$ cat config.mk
export PLATFORM = sky130hd
export DESIGN_NAME = img_capture_top
export DESIGN_NICKNAME = d
export VERILOG_FILES = /design/src/common/img_capture_pkg.sv /design/src/capture/fletcher_checksum.sv /design/src/capture/frame_sequencer.sv /design/src/capture/pixel_stats.sv /design/src/capture/word_fifo.sv /design/src/capture_regs.sv /design/src/img_capture_top.sv
export VERILOG_INCLUDE_DIRS = /design/src /design/src/common
export SDC_FILE = /design/constraint.sdc
export NUM_CORES = 1
export LEC_CHECK = 0
export ABC_AREA = 1
export BUFFER_PORTS_ARGS = -buffer_cell sky130_fd_sc_hd__buf_2
export CORE_MARGIN = 8
export CORE_UTILIZATION = 30
export CTS_CLUSTER_DIAMETER = 30
export DETAILED_ROUTE_END_ITERATION = 12
export GPL_ROUTABILITY_DRIVEN = 0
export SLEW_MARGIN = 25
export SYNTH_ARGS = -nofsm -noshare
export SYNTH_HDL_FRONTEND = slang
export SYNTH_SLANG_ARGS = --single-unit
$ cat constraint.sdc
create_clock -name clk -period 5.74 [get_ports clk]
set_input_delay 0 -clock clk [delete_from_list [all_inputs] [get_ports clk]]
set_output_delay 0 -clock clk [all_outputs]
set_load 0.1 [all_outputs]
$ cat src/common/img_capture_settings.svh
`ifndef IMG_CAPTURE_SETTINGS_SVH
`define IMG_CAPTURE_SETTINGS_SVH

// ======================================================================
// Widths and counts
// ======================================================================
`define IMG_HEADER_WORDS        8
`define IMG_PIXEL_WIDTH         12
`define IMG_WORD_WIDTH          16
`define IMG_STAT_BITS           7
`define IMG_GRID_BITS           2
`define IMG_WORD_COUNT_WIDTH    18
`define IMG_STAT_COUNT_WIDTH    18
`define IMG_FIFO_DEPTH          16
`define IMG_CFG_ADDR_WIDTH      4

// ======================================================================
// Register map
// ======================================================================
// Header occupies eight words from this base
`define IMG_REG_HEADER          4'd0
`define IMG_REG_CONTROL         4'd8
`define IMG_REG_FLAGS           4'd9
`define IMG_REG_WORDS_LO        4'd10
`define IMG_REG_WORDS_HI        4'd11
`define IMG_REG_HIGHLIGHT_LO    4'd12
`define IMG_REG_HIGHLIGHT_HI    4'd13
`define IMG_REG_SHADOW_LO       4'd14
`define IMG_REG_SHADOW_HI       4'd15

`endif

$ cat src/common/img_capture_pkg.sv
`default_nettype none

`include "img_capture_settings.svh"

package img_capture_pkg;

    // Parallel camera port
    typedef struct packed {
        logic                           frame_valid;
        logic                           line_valid;
        logic [`IMG_PIXEL_WIDTH-1:0]    data;
    } pixel_bus_t;

    // Configuration request from software
    typedef struct packed {
        logic                           we;
        logic [`IMG_CFG_ADDR_WIDTH-1:0] addr;
        logic [`IMG_WORD_WIDTH-1:0]     wdata;
    } cfg_req_t;

    // Payload of every valid/ready stream
    typedef struct packed {
        logic [`IMG_WORD_WIDTH-1:0]     data;
    } word_beat_t;

    // Capture statistics read back by software
    typedef struct packed {
        logic [`IMG_WORD_COUNT_WIDTH-1:0]   words;
        logic [`IMG_STAT_COUNT_WIDTH-1:0]   highlight;
        logic [`IMG_STAT_COUNT_WIDTH-1:0]   shadow;
    } capture_counts_t;

endpackage

`default_nettype wire

$ cat src/capture/fletcher_checksum.sv
`timescale 1ns/10ps
`default_nettype none

`include "img_capture_settings.svh"

module fletcher_checksum
    import img_capture_pkg::*;
(
    input  wire                 clk,
    input  wire                 reset,
    input  wire                 sum_clear,
    input  wire                 sum_en,
    input  wire word_beat_t     word,
    output logic [31:0]         checksum
);
    localparam logic [`IMG_WORD_WIDTH-1:0] MODULUS = '1;

    logic [`IMG_WORD_WIDTH-1:0] sum_a;
    logic [`IMG_WORD_WIDTH-1:0] sum_b;
    logic [`IMG_WORD_WIDTH-1:0] next_a;

    // Addition modulo 65535 for inputs below 65536
    function automatic logic [`IMG_WORD_WIDTH-1:0] mod_add(
        input logic [`IMG_WORD_WIDTH-1:0] x,
        input logic [`IMG_WORD_WIDTH-1:0] y
    );
        logic [`IMG_WORD_WIDTH:0] s;
        s = {1'b0, x} + {1'b0, y};
        if (s >= {1'b0, MODULUS}) begin
            s = s - {1'b0, MODULUS};
        end
        return s[`IMG_WORD_WIDTH-1:0];
    endfunction

    assign next_a   = mod_add(sum_a, word.data);
    assign checksum = {sum_b, sum_a};

    always_ff @(posedge clk) begin
        if (reset || sum_clear) begin
            sum_a <= '0;
            sum_b <= '0;
        end else if (sum_en) begin
            sum_a <= next_a;
            sum_b <= mod_add(sum_b, next_a);
        end
    end

    a_sums_reduced: assert property (@(posedge clk) disable iff (reset)
        (sum_a < MODULUS) && (sum_b < MODULUS));

endmodule

`default_nettype wire

$ cat src/capture/frame_sequencer.sv
`timescale 1ns/10ps
`default_nettype none

`include "img_capture_settings.svh"

module frame_sequencer
    import img_capture_pkg::*;
(
    input  wire                                                 clk,
    input  wire                                                 reset,
    input  wire                                                 start,
    input  wire [`IMG_HEADER_WORDS-1:0][`IMG_WORD_WIDTH-1:0]    header,
    input  wire pixel_bus_t                                     pixel_q,
    input  wire [31:0]                                          checksum,
    output logic                                                busy,
    output logic                                                done,
    output logic                                                word_valid,
    output word_beat_t                                          word,
    output logic                                                sum_clear,
    output logic                                                sum_en,
    output logic                                                frame_active,
    output logic [`IMG_WORD_COUNT_WIDTH-1:0]                    word_count
);
    localparam int WW = `IMG_WORD_WIDTH;
    localparam int HW = $clog2(`IMG_HEADER_WORDS);

    typedef enum logic [2:0] {
        S_IDLE,
        S_HEADER,
        S_WAIT_LOW,
        S_WAIT_HIGH,
        S_PIXELS,
        S_SUM_HI,
        S_SUM_LO
    } state_t;

    state_t         state;
    logic [HW-1:0]  hdr_idx;
    logic           accept;

    assign accept       = (state == S_IDLE) && start;
    assign sum_clear    = accept;
    assign busy         = (state != S_IDLE);
    assign frame_active = (state == S_PIXELS);

    // Checksum words themselves stay out of the sums
    assign sum_en = word_valid && ((state == S_HEADER) || (state == S_PIXELS));

    // ==================================================================
    // Word source select
    // ==================================================================
    always_comb begin
        word_valid = 1'b0;
        word.data  = '0;
        case (state)
            S_HEADER: begin
                word_valid = 1'b1;
                word.data  = header[hdr_idx];
            end
            S_PIXELS: begin
                word_valid = pixel_q.line_valid;
                word.data  = WW'(pixel_q.data);
            end
            S_SUM_HI: begin
                word_valid = 1'b1;
                word.data  = checksum[31:16];
            end
            S_SUM_LO: begin
                word_valid = 1'b1;
                word.data  = checksum[15:0];
            end
            default: begin
                word_valid = 1'b0;
            end
        endcase
    end

    // ==================================================================
    // State machine and word counter
    // ==================================================================
    always_ff @(posedge clk) begin
        if (reset) begin
            state      <= S_IDLE;
            hdr_idx    <= '0;
            done       <= 1'b0;
            word_count <= '0;
        end else begin
            done <= 1'b0;
            // Dropped words are counted too
            if (accept) begin
                word_count <= '0;
            end else if (word_valid) begin
                word_count <= word_count + 1'b1;
            end
            case (state)
                S_IDLE: begin
                    if (start) begin
                        state <= S_HEADER;
                    end
                end
                S_HEADER: begin
                    // Index wraps back to zero for the next capture
                    hdr_idx <= hdr_idx + 1'b1;
                    if (hdr_idx == HW'(`IMG_HEADER_WORDS - 1)) begin
                        state <= S_WAIT_LOW;
                    end
                end
                S_WAIT_LOW: begin
                    if (!pixel_q.frame_valid) begin
                        state <= S_WAIT_HIGH;
                    end
                end
                S_WAIT_HIGH: begin
                    if (pixel_q.frame_valid) begin
                        state <= S_PIXELS;
                    end
                end
                S_PIXELS: begin
                    if (!pixel_q.frame_valid) begin
                        state <= S_SUM_HI;
                    end
                end
                S_SUM_HI: state <= S_SUM_LO;
                S_SUM_LO: begin
                    state <= S_IDLE;
                    done  <= 1'b1;
                end
                default: state <= S_IDLE;
            endcase
        end
    end

    a_no_push_when_waiting: assert property (@(posedge clk) disable iff (reset)
        (state inside {S_IDLE, S_WAIT_LOW, S_WAIT_HIGH}) |-> !word_valid);

endmodule

`default_nettype wire

$ cat src/capture/pixel_stats.sv
`timescale 1ns/10ps
`default_nettype none

`include "img_capture_settings.svh"

module pixel_stats
    import img_capture_pkg::*;
(
    input  wire                                 clk,
    input  wire                                 reset,
    input  wire                                 start,
    input  wire pixel_bus_t                     pixel_q,
    input  wire                                 frame_active,
    output logic [`IMG_STAT_COUNT_WIDTH-1:0]    highlight_count,
    output logic [`IMG_STAT_COUNT_WIDTH-1:0]    shadow_count
);
    logic [`IMG_GRID_BITS-1:0]  pos_x;
    logic [`IMG_GRID_BITS-1:0]  pos_y;
    logic                       lv_prev;
    logic                       sample;
    logic [`IMG_STAT_BITS-1:0]  top_bits;

    // Every fourth pixel of every fourth line
    assign sample   = pixel_q.line_valid && (pos_x == '0) && (pos_y == '0) && frame_active;
    assign top_bits = pixel_q.data[`IMG_PIXEL_WIDTH-1 -: `IMG_STAT_BITS];

    // ==================================================================
    // Grid position from line and frame edges
    // ==================================================================
    always_ff @(posedge clk) begin
        if (reset) begin
            pos_x   <= '0;
            pos_y   <= '0;
            lv_prev <= 1'b0;
        end else begin
            lv_prev <= pixel_q.line_valid;
            pos_x   <= pixel_q.line_valid ? pos_x + 1'b1 : '0;
            if (!pixel_q.frame_valid) begin
                pos_y <= '0;
            end else if (lv_prev && !pixel_q.line_valid) begin
                pos_y <= pos_y + 1'b1;
            end
        end
    end

    // Highlight and shadow counters
    always_ff @(posedge clk) begin
        if (reset || start) begin
            highlight_count <= '0;
            shadow_count    <= '0;
        end else if (sample) begin
            if (&top_bits) begin
                highlight_count <= highlight_count + 1'b1;
            end
            if (~|top_bits) begin
                shadow_count <= shadow_count + 1'b1;
            end
        end
    end

endmodule

`default_nettype wire

$ cat src/capture/word_fifo.sv
`timescale 1ns/10ps
`default_nettype none

`include "img_capture_settings.svh"

module word_fifo
    import img_capture_pkg::*;
(
    input  wire                 clk,
    input  wire                 reset,
    input  wire                 word_valid,
    input  wire word_beat_t     word,
    output logic                overflow_pulse,
    output logic                out_valid,
    input  wire                 out_ready,
    output word_beat_t          out_data
);
    localparam int DEPTH = `IMG_FIFO_DEPTH;
    localparam int AW    = $clog2(DEPTH);

    word_beat_t     mem [DEPTH];
    logic [AW-1:0]  wptr;
    logic [AW-1:0]  rptr;
    logic [AW:0]    fill;
    logic           full;
    logic           push;
    logic           pop;

    assign full           = (fill == (AW+1)'(DEPTH));
    assign push           = word_valid && !full;
    assign pop            = out_valid && out_ready;
    // Source cannot stall, so a push into a full buffer is lost
    assign overflow_pulse = word_valid && full;

    assign out_valid = (fill != '0);
    assign out_data  = mem[rptr];

    always_ff @(posedge clk) begin
        if (push) begin
            mem[wptr] <= word;
        end
    end

    // ==================================================================
    // Pointers and fill level
    // ==================================================================
    always_ff @(posedge clk) begin
        if (reset) begin
            wptr <= '0;
            rptr <= '0;
            fill <= '0;
        end else begin
            if (push) begin
                wptr <= wptr + 1'b1;
            end
            if (pop) begin
                rptr <= rptr + 1'b1;
            end
            case ({push, pop})
                2'b10:   fill <= fill + 1'b1;
                2'b01:   fill <= fill - 1'b1;
                default: fill <= fill;
            endcase
        end
    end

    a_hold_while_stalled: assert property (@(posedge clk) disable iff (reset)
        (out_valid && !out_ready) |=> (out_valid && $stable(out_data)));

endmodule

`default_nettype wire

$ cat src/capture_regs.sv
`timescale 1ns/10ps
`default_nettype none

`include "img_capture_settings.svh"

module capture_regs
    import img_capture_pkg::*;
(
    input  wire                                                 clk,
    input  wire                                                 reset,
    input  wire cfg_req_t                                       cfg,
    output logic [`IMG_WORD_WIDTH-1:0]                          cfg_rdata,
    output logic                                                start,
    output logic                                                clear,
    output logic [`IMG_HEADER_WORDS-1:0][`IMG_WORD_WIDTH-1:0]   header,
    input  wire                                                 busy,
    input  wire                                                 done,
    input  wire                                                 overflow_pulse,
    input  wire capture_counts_t                                counts
);
    localparam int WW = `IMG_WORD_WIDTH;
    localparam int HW = $clog2(`IMG_HEADER_WORDS);

    logic           in_header;
    logic [HW-1:0]  hdr_sel;
    logic           ctrl_write;
    logic           done_flag;
    logic           overflow_flag;

    assign in_header  = (cfg.addr < `IMG_REG_HEADER + `IMG_HEADER_WORDS);
    assign hdr_sel    = HW'(cfg.addr - `IMG_REG_HEADER);
    assign ctrl_write = cfg.we && (cfg.addr == `IMG_REG_CONTROL);

    // Header words written by software
    always_ff @(posedge clk) begin
        if (cfg.we && in_header) begin
            header[hdr_sel] <= cfg.wdata;
        end
    end

    // ==================================================================
    // Command pulses and sticky flags
    // ==================================================================
    always_ff @(posedge clk) begin
        if (reset) begin
            start         <= 1'b0;
            clear         <= 1'b0;
            done_flag     <= 1'b0;
            overflow_flag <= 1'b0;
        end else begin
            start <= ctrl_write && cfg.wdata[0];
            clear <= ctrl_write && cfg.wdata[1];
            // A new event wins over a clear on the same cycle
            if (done) begin
                done_flag <= 1'b1;
            end else if (clear) begin
                done_flag <= 1'b0;
            end
            if (overflow_pulse) begin
                overflow_flag <= 1'b1;
            end else if (clear) begin
                overflow_flag <= 1'b0;
            end
        end
    end

    // Read mux with the control register reading back as zero
    always_comb begin
        cfg_rdata = '0;
        if (!cfg.we) begin
            if (in_header) begin
                cfg_rdata = header[hdr_sel];
            end else begin
                case (cfg.addr)
                    `IMG_REG_FLAGS:        cfg_rdata = WW'({overflow_flag, done_flag, busy});
                    `IMG_REG_WORDS_LO:     cfg_rdata = counts.words[WW-1:0];
                    `IMG_REG_WORDS_HI:     cfg_rdata = WW'(counts.words >> WW);
                    `IMG_REG_HIGHLIGHT_LO: cfg_rdata = counts.highlight[WW-1:0];
                    `IMG_REG_HIGHLIGHT_HI: cfg_rdata = WW'(counts.highlight >> WW);
                    `IMG_REG_SHADOW_LO:    cfg_rdata = counts.shadow[WW-1:0];
                    `IMG_REG_SHADOW_HI:    cfg_rdata = WW'(counts.shadow >> WW);
                    default:               cfg_rdata = '0;
                endcase
            end
        end
    end

    // Commands only ever follow a control write
    a_cmd_from_write: assert property (@(posedge clk) disable iff (reset)
        (start || clear) |-> $past(cfg.we && (cfg.addr == `IMG_REG_CONTROL)));

endmodule

`default_nettype wire

$ cat src/img_capture_top.sv
`timescale 1ns/10ps
`default_nettype none

`include "img_capture_settings.svh"

module img_capture_top
    import img_capture_pkg::*;
(
    input  wire                         clk,
    input  wire                         reset,
    input  wire pixel_bus_t             pixel,
    input  wire cfg_req_t               cfg,
    output logic [`IMG_WORD_WIDTH-1:0]  cfg_rdata,
    output logic                        out_valid,
    input  wire                         out_ready,
    output word_beat_t                  out_data
);
    pixel_bus_t                                         pixel_q;
    logic                                               start;
    logic                                               clear;
    logic [`IMG_HEADER_WORDS-1:0][`IMG_WORD_WIDTH-1:0]  header;
    logic                                               busy;
    logic                                               done;
    logic                                               word_valid;
    word_beat_t                                         word;
    logic                                               sum_clear;
    logic                                               sum_en;
    logic                                               frame_active;
    logic [31:0]                                        checksum;
    logic [`IMG_WORD_COUNT_WIDTH-1:0]                   word_count;
    logic [`IMG_STAT_COUNT_WIDTH-1:0]                   highlight_count;
    logic [`IMG_STAT_COUNT_WIDTH-1:0]                   shadow_count;
    logic                                               overflow_pulse;
    capture_counts_t                                    counts;

    // Single input stage; everything downstream sees pixel_q
    always_ff @(posedge clk) begin
        if (reset) begin
            pixel_q <= '0;
        end else begin
            pixel_q <= pixel;
        end
    end

    assign counts = '{words: word_count, highlight: highlight_count, shadow: shadow_count};

    capture_regs u_regs (
        .clk(clk), .reset(reset), .cfg(cfg), .cfg_rdata(cfg_rdata),
        .start(start), .clear(clear), .header(header), .busy(busy), .done(done),
        .overflow_pulse(overflow_pulse), .counts(counts)
    );

    frame_sequencer u_seq (
        .clk(clk), .reset(reset), .start(start), .header(header), .pixel_q(pixel_q),
        .checksum(checksum), .busy(busy), .done(done), .word_valid(word_valid),
        .word(word), .sum_clear(sum_clear), .sum_en(sum_en),
        .frame_active(frame_active), .word_count(word_count)
    );

    fletcher_checksum u_sum (
        .clk(clk), .reset(reset), .sum_clear(sum_clear), .sum_en(sum_en),
        .word(word), .checksum(checksum)
    );

    pixel_stats u_stats (
        .clk(clk), .reset(reset), .start(start), .pixel_q(pixel_q),
        .frame_active(frame_active), .highlight_count(highlight_count),
        .shadow_count(shadow_count)
    );

    word_fifo u_fifo (
        .clk(clk), .reset(reset), .word_valid(word_valid), .word(word),
        .overflow_pulse(overflow_pulse), .out_valid(out_valid),
        .out_ready(out_ready), .out_data(out_data)
    );

endmodule

`default_nettype wire

# Yosys cells after proc, flatten, opt, wreduce, memory -nomap -nowiden
# Memories as Yosys holds them, arrays and structs flattened. A register that Yosys moved wholly into a read port is not among the register bits.
# Cells that the tools add are included.
[word_totals]
out_inout_bits = 33
latch_bits = 0
ramBits = 256
wordCells = 140
memories = 1
inputBits = 38
rom_bits = 0
reg_bits = 257
[op_classes]
n_shift = 0
n_addsub = 14
mul = 0
n_lt_le_gt_ge = 6
mux = 29
eq_ne = 23
n_div = 0
n_reduce_logical = 35
bitwise_logic = 3
[mem_list]
columns = ["name", "depth", "width", "rd", "rd_clocked_by_memory_dff", "write_ports", "line", "text"]
rows = [
  ["u_fifo.mem", 16, 16, 1, 1, 1, "word_fifo.sv:21", "word_beat_t mem [DEPTH];"],
]
[ops]
columns = ["cell", "n"]
rows = [
  ["128-bit bitwise mux", 1],
  ["16-bit 2-to-1 mux", 7],
  ["16-bit one-hot mux with 7 select lines", 1],
  ["16-bit binary-select mux with 3-bit select", 2],
  ["16-bit one-hot mux with 4 select lines", 1],
  ["18-bit by 1-bit adder with 18-bit output (second input constant)", 3],
  ["16-bit demux with 3-bit select", 1],
  ["16-bit by 16-bit adder with 17-bit output", 2],
  ["17-bit by 16-bit >= comparator with 1-bit output (second input constant)", 2],
  ["4-bit == test (second input constant)", 8],
  ["16-bit subtractor (second input constant)", 2],
  ["3-bit one-hot mux with 6 select lines", 1],
  ["3-bit 2-to-1 mux", 5],
  ["1-bit logical AND", 14],
  ["3-bit == test (second input constant)", 4],
  ["2-bit inequality test (second input constant)", 5],
  ["5-bit one-hot mux with 2 select lines", 1],
  ["4-bit by 1-bit adder with 4-bit output (second input constant)", 2],
  ["3-bit by 4-bit less-than comparator with 1-bit output (second input constant)", 2],
  ["4-bit 2-to-1 mux", 2],
  ["8-bit AND reduction", 1],
  ["7-bit OR reduction", 1],
  ["3-bit by 2-bit == test with 1-bit output (second input constant)", 2],
  ["1-bit 2-to-1 mux", 6],
  ["23 further kinds", 34],
]

# Logic depth before layout (Yosys ltp)
# Gate-level depths: netlist of the first run.
[depth]
ltp_word = 9
ltp_mapped = 47
ltp_nobuf = 45

# Hierarchy
# From an unflattened synthesis of the first run, not the netlist that was laid out.
[hier_totals]
cells_unflattened = 3327
hier_area_um2 = 27709.1
[modules_own_cells]
columns = ["mod", "seq_area_each_um2", "n_inst", "area_per_inst_um2", "cells_each"]
rows = [
  ["word_fifo", 8027.7, 1, 11154.4, 811],
  ["capture_regs", 3923.8, 1, 6541.3, 777],
  ["fletcher_checksum", 640.6, 1, 4513.1, 825],
  ["frame_sequencer", 500.5, 1, 2874.0, 522],
  ["pixel_stats", 820.8, 1, 2229.6, 349],
  ["img_capture_top", 280.3, 1, 396.6, 43],
]

# Worst setup path before layout of the first run
# No wires, ideal clock.
[synth_timing]
kind = "register -> register"
start = "register u_seq.state[0]"
end = "register u_sum.sum_b[14]"
stages_incl_launch_ff = 38
period_less_slack_ns = 5.957
n_path_buf = 1
setup_time_ns = 0.109
t_required_ns = 5.631
t_arrival_ns = 5.848
setup_slack_ns = -0.217
path_cell_list = "dfxtp_1 nand2_1 nor2_1 clkinv_1 o2111ai_1 ha_1 fa_1 ha_1 inv_1 nor2_1 nand3_1 nor2_1 nand2_1 nor2_2 nand2_2 nor2_2 nand2_2 nand3_4 [... 2 more ...] ha_1 inv_1 fa_1 inv_1 nand2_1 nor2_4 nand3_1 nor2_1 nand3_1 nor2_1 nand2_1 nor2_1 nand3_1 buf_2 nand3_1 nand3_1 nand2_1 inv_1"
[synth_rtl]
columns = ["element", "line", "text"]
rows = [
  ["start, declared", "frame_sequencer.sv:37", "state_t state;"],
  ["start signal, assigned", "frame_sequencer.sv:83", "state <= S_IDLE;"],
  ["start signal, assigned", "frame_sequencer.sv:98", "state <= S_HEADER;"],
  ["start signal, assigned", "frame_sequencer.sv:105", "state <= S_WAIT_LOW;"],
  ["end signal, assigned", "fletcher_checksum.sv:44", "sum_b <= mod_add(sum_b, next_a);"],
  ["end, declared", "fletcher_checksum.sv:19", "logic [`IMG_WORD_WIDTH-1:0] sum_b;"],
]

==> results of run 1 <==
## what timing repair did
action	in CTS	in global routing
hold buffers	46	0
buffers inserted	2	25
cloned	1	4
pin swaps	2	82
hold endpoints to repair	184	0
setup endpoints to repair	15	16
resized for setup	13	190
## metrics by stage
step / TNS, ps / setup WS [ps] / cell area, um^2 / power (uW)
2_1_floorplan: 0 / 24.29 / 25770 / 7943
3_3_place_gp: -174.7 / -56.87 / 29080 / 10170
3_5_place_dp: -912.0 / -95.17 / 29080 / 10190
4_1_cts: 0 / 12.36 / 33150 / 16230
5_1_grt: -2312 / -178.8 / 34250 / 17540
6_report: 0 / 106.5 / 34250 / 16780
## synth_stat cells, types with 12 or more instances
library cell,number,area [um^2]
o21ai_0,220,1101
ha_1,50,625.6
edfxtp_1,384,11530
nand2_2,29,181.4
dfxtp_1,133,2663
xor2_1,18,157.7
o221ai_1,26,227.7
nor2_1,262,983.4
inv_1,357,1340
nand4_1,44,275.3
o22ai_1,80,500.5
o21a_1,24,180.2
o2111ai_1,12,105.1
nand2_1,405,1520
o211ai_1,76,570.6
clkbuf_1,90,337.8
buf_1,14,52.55
nand3_1,138,690.7
mux2i_1,68,680.7
a21oi_1,164,820.8
nor3_1,37,185.2
## power by group
group,total [uW],internal [uW],switching [uW]
clock,5910,3810,2100
sequential,4620,4420,203
combinational,6250,2330,3920
total,16800,10600,6220
## kinds of logic after synthesis
family	after synthesis	share of synthesized area, %
AOI/OAI and AO/OA	643	14.92
adders and majority gates	53	2.665
and+or+nand+nor	962	16.42
buffers and inverters	481	7.207
DFF	517	55.17
muxes	68	2.646
xor gates and xnor gates	27	0.9775
## how the worst max path moves through the flow
stage	startpoint	to	slack, ps	cells after the start
finish	u_seq.hdr_idx[0]	u_sum.sum_b[9]	110	38
global route	u_seq.hdr_idx[0]	u_sum.sum_b[4]	-180	42
CTS	u_seq.hdr_idx[0]	u_sum.sum_b[11]	10	39
detailed placement	u_seq.hdr_idx[0]	u_sum.sum_b[11]	-100	41
global placement	u_seq.state[1]	u_sum.sum_b[0]	-60	35
floorplan	u_seq.state[0]	u_sum.sum_b[14]	20	37
## area by class of cell
type / instances / area share, %
multi-input cells: 1753 / 30.84
repair buffers: 393 / 9.246
clock inverters: 76 / 2.689
inverters: 367 / 4.037
flip-flops and latches: 517 / 41.47
clock buffers: 110 / 7.536
well taps: 1144 / 4.179
## routing by layer
layer / global-route usage [%] / vias to the layer above / part of all wire (%)
li1: - / 10450 / -
met1: 21.13 / 10430 / 43
met2: 25.57 / 809 / 46
met3: 2.892 / 155 / 7.1
met4: 6.215 / 0 / 3.6
met5: 0 / - / 0
## flip-flops by register name, summed over array words and instances, names as in the netlist, 5 cells and up, named ones only
signal                   cells
u_fifo.mem                 256
u_fifo.fill                  5
pixel_q                     14
u_stats.shadow_count        18
u_sum.sum_a                 16
u_stats.highlight_count     18
u_sum.sum_b                 16
u_regs.header              128
u_seq.word_count            18
==> impl_metrics.json, run 1 <==
{
  "status": "finished clean",
  "crit_type": "reg2reg",
  "vias_per_cell": 5.009,
  "h-tree-depth": 3,
  "synthDistinctLibCells": 57,
  "chipWidth_um": 308.9,
  "fin_hold_ws_ps": 158.2,
  "final_cell_mix": "edfxtp_1, nand2_1, inv_1",
  "root_buffer": "clkbuf_16",
  "post-place-cells": 4095,
  "slowest_stage": "fa_2",
  "hold_viol": 0,
  "cpMostUsedCell": "nor2_4",
  "rsz0062_at_grt": "yes",
  "grt_max_degree": 106,
  "crit_family": "simple AND/OR/NAND/NOR gates",
  "grt_pass1_vias": 20760,
  "r2r-start": "u_seq.hdr_idx[0]",
  "synth.ff_latch_count": 517,
  "clk_pin_slew_ps": 50,
  "cts.sinks": 517,
  "grt_antenna_before_repair": 0,
  "nets": 3221,
  "r2r_setup_slack_ps": 110,
  "grt_pass1_wl_um": 118700,
  "fmax_mhz": 177.5,
  "cp_slowest_stage_delay_ps": 570,
  "layout_commonest_cell": "edfxtp_1",
  "syn_area_mm2": 0.02573,
  "area_growth_pct": 33.12,
  "wl_per_cell_um": 18.25,
  "routed_wl_um": 79560,
  "initial_core_util_pct": 30.22,
  "min_period_ps": 5633,
  "synth_cells": 2751,
  "synth.net_count": 2842,
  "grt_util_all_layers_pct": 15.87,
  "numCtsBuffers": 98,
  "cts_tree": "built",
  "hp-class": "in2reg",
  "final_cell_count_no_fill": 4360,
  "port_buffers": 70,
  "synth_seq_area_share_pct": 55.17,
  "period_share_pct": 98.14,
  "drive_above_1_share_pct": 23.88,
  "holdPathEnd": "u_regs.header[11]",
  "drc": 0,
  "rr_endpoint": "u_sum.sum_b[9]",
  "worstRegToRegCells": 38,
  "fill_cells": 8276,
  "synth_edf_count": 384,
  "core_mm2": 0.08515,
  "ir_worst_vdd_mv": 0.4213,
  "setup_violations": 0,
  "p_per_area_mw_per_mm2": 489.9,
  "holdCritStartpoint": "cfg[11]",
  "avgSynthCellArea_um2": 9.352,
  "drt_iter0_markers": 1963,
  "drv_cap": 0,
  "ff_latch_area_mm2": 0.01420,
  "cp_max_fo": 7,
  "n_antenna_cell": 0,
  "dp_hpwl_um": 52650,
  "clockBufferDepth": 3,
  "fin_util_pct": 40.23,
  "async_reset_ff_share_pct": 0,
  "critPathBufInv": 8,
  "clock_skew_ps": 51.97,
  "pin_count": 71,
  "vias": 21840,
  "die_area_mm2": 0.09539,
  "worstSkewPairLatency_ps": 660,
  "relSlewSlack_pct": 29.72,
  "multi_input_area_mm2": 0.01056,
  "worstSetupEndpointType": "flip-flop",
  "hold_depth": 2,
  "drt_pass1_iterations": 5,
  "worst_pin_slew_ps": 1053,
  "yosysWarnings": 0,
  "drtAntennaViolNets": 0,
  "required_ps": 6270,
  "start_kind": "flip-flop",
  "die_height_um": 308.9,
  "core.rowCount": 107,
  "slew_viol_final": 0,
  "grt.overflow.total": 0,
  "ys.flop_type": "edfxtp_1",
  "leakage_uw": 0.01312,
  "arrival_ps": 6160
}
(Power assumes the default switching activity.)
==> run 2, diff against run 1 <==
==> constraint.sdc (replaced) <==
create_clock -name clk -period 6 [get_ports clk]
set_input_delay 0 -clock clk [delete_from_list [all_inputs] [get_ports clk]]
set_output_delay 0 -clock clk [all_outputs]
set_load 0.1 [all_outputs]
==> run 2 against run 1 <==
Effect of this change:
- setup slack improved by 170 ps
- largest cell class unchanged
- final cell count decreased by 0.99%
- critical path depth decreased by 4
- flip-flop and latch count unchanged
- largest power group unchanged
- critical path type unchanged
==> impl_metrics.json, run 2 (synthesized netlist as in run 1, its figures left out) <==
{
  "area_growth_pct": 28.95,
  "grt_max_degree": 193,
  "drc": 0,
  "grt_busiest_layer": "met2",
  "reg_top3": "u_fifo.mem: 256 flops, u_regs.header: 128 flops",
  "grt_util_all_layers_pct": 15.83,
  "crit_type": "reg2reg",
  "nets": 3187,
  "worst_pin_slew_ps": 960.8,
  "hold_viol": 0,
  "die_area_mm2": 0.09539,
  "root_buffer": "clkbuf_16",
  "pin_count": 71,
  "hp-class": "in2reg",
  "vias": 21470,
  "wl_per_cell_um": 18.13,
  "required_ps": 6520,
  "drive_above_1_share_pct": 20.33,
  "grt_use_met1_pct": 21.42,
  "drv_cap": 0,
  "p_per_area_mw_per_mm2": 460.1,
  "largest_reg_flops": 256,
  "period_share_pct": 95.35,
  "die_height_um": 308.9,
  "clock_skew_ps": 24.67,
  "regMostFlops": "u_fifo.mem",
  "leakage_uw": 0.01275,
  "core.rowCount": 107,
  "clk_pin_slew_ps": 50,
  "status": "finished clean",
  "port_buffers": 70,
  "initial_core_util_pct": 30.22,
  "slew_viol_final": 0,
  "cts_tree": "built",
  "relSlewSlack_pct": 35.88,
  "dp_hpwl_um": 53010,
  "cp_max_fo": 12,
  "r2r_setup_slack_ps": 280,
  "place_ws_ps": -231.8,
  "numCtsBuffers": 92,
  "grt.overflow.total": 0,
  "drt_pass1_iterations": 5,
  "gr-usage-met2_pct": 25.73,
  "h-tree-depth": 3,
  "n_antenna_cell": 0,
  "multi_input_area_mm2": 0.01011,
  "drt_iter0_markers": 1783,
  "grt_use_met3_pct": 2.844,
  "start_kind": "flip-flop",
  "min_period_ps": 5721,
  "fill_cells": 8326,
  "grt_pass1_vias": 20510,
  "placedInstanceArea_mm2": 0.02898,
  "rsz0062_at_grt": "yes",
  "routed_wl_um": 78260,
  "timing.setup.tns_ps": 0,
  "grt_antenna_before_repair": 0,
  "worst_slack_ps": 279.0,
  "fmax_mhz": 174.8,
  "final_cell_area_mm2": 0.03318,
  "clockBufferDepth": 3,
  "core_mm2": 0.08515,
  "ff_latch_area_mm2": 0.01420,
  "final_cell_mix": "nand2_1, edfxtp_1, inv_1",
  "slowest_stage": "fa_2",
  "ir_worst_vdd_mv": 0.4775,
  "grt_pass1_wl_um": 118600,
  "setup_violations": 0,
  "worstSkewPairLatency_ps": 630,
  "arrival_ps": 6240,
  "cts.sinks": 517,
  "drtAntennaViolNets": 0,
  "cp_slowest_stage_delay_ps": 460,
  "vias_per_cell": 4.973,
  "chipWidth_um": 308.9,
  "worstSetupEndpointType": "flip-flop"
}
[run 2: cell count changes in the layout (fill, tap and decap cells not counted), sizes merged, moves of 3 or more]
| cell | before | now |
|---|---|---|
| buf | 343 | 314 |
| clkinv | 41 | 33 |
| inv | 379 | 371 |
| dlygate4sd3 | 46 | 50 |
| bufinv | 11 | 14 |
| clkbuf | 113 | 108 |
[run 2: final timing paths]
| path | start | to | depth (start not counted) |
|---|---|---|---|
| min reg2reg | u_stats.pos_x[0] | u_stats.pos_x[0] | 1 |
| min | cfg[18] | u_regs.header[77] | 3 |
| max reg2reg | u_seq.hdr_idx[0] | u_sum.sum_b[0] | 34 |
| max | u_seq.hdr_idx[0] | u_sum.sum_b[0] | 34 |
[run 2: timing repair]
item | CTS | global route
setup endpoints to repair | 13 | 16
gates resized for setup | 1 | 98
hold buffers | 50 | 0
setup buffers | 0 | 7
gates cloned | 0 | 2
hold endpoints to repair | 172 | 0
pin swaps | 0 | 21
[run 2: final cells by class]
class                           count  share of cell area (%)
Clock inverter                     64                   2.327
Sequential cell                   517                   42.81
Timing Repair Buffer              365                   8.595
Clock buffer                      107                   7.320
Multi-Input combinational cell   1753                   30.47
Tap cell                         1144                   4.315
Inverter                          367                   4.164
[run 2: worst max-delay path, delay by kind of cell, from the launching register on]
kind | cells | cell delay, ps
flops | 1 | 350
simple gates | 12 | 1390
mux | 1 | 200
compound gates | 6 | 1030
buf+inv | 11 | 1410
fa+ha+maj | 4 | 1250
[run 2: through the flow]
| stage | utilization [%] | hold slack [ps] | total power [uW] | instances |
|---|---|---|---|---|
| floorplan | - | 98.87 | 7588 | 2751 |
| global placement | 34.04 | 268.2 | 9697 | 4087 |
| detailed placement | 34.04 | 272.5 | 9710 | 4087 |
| CTS | 38.39 | 125.2 | 15080 | 4308 |
| global route | 38.96 | 159.6 | 15980 | 4317 |
| finish | 38.96 | 177.1 | 15260 | 4317 |
[run 2: power breakdown]
group	internal [uW]	total (uW)	switching, uW
clock	3510	5310	1800
sequential	4220	4400	172
combinational	2020	5550	3530
[run 2: metal layers]
layer | part of all wire, % | routed length (um)
met1 | 44 | 34250
met2 | 46 | 36140
met3 | 7.3 | 5724
met4 | 2.7 | 2150
met5 | 0 | 0
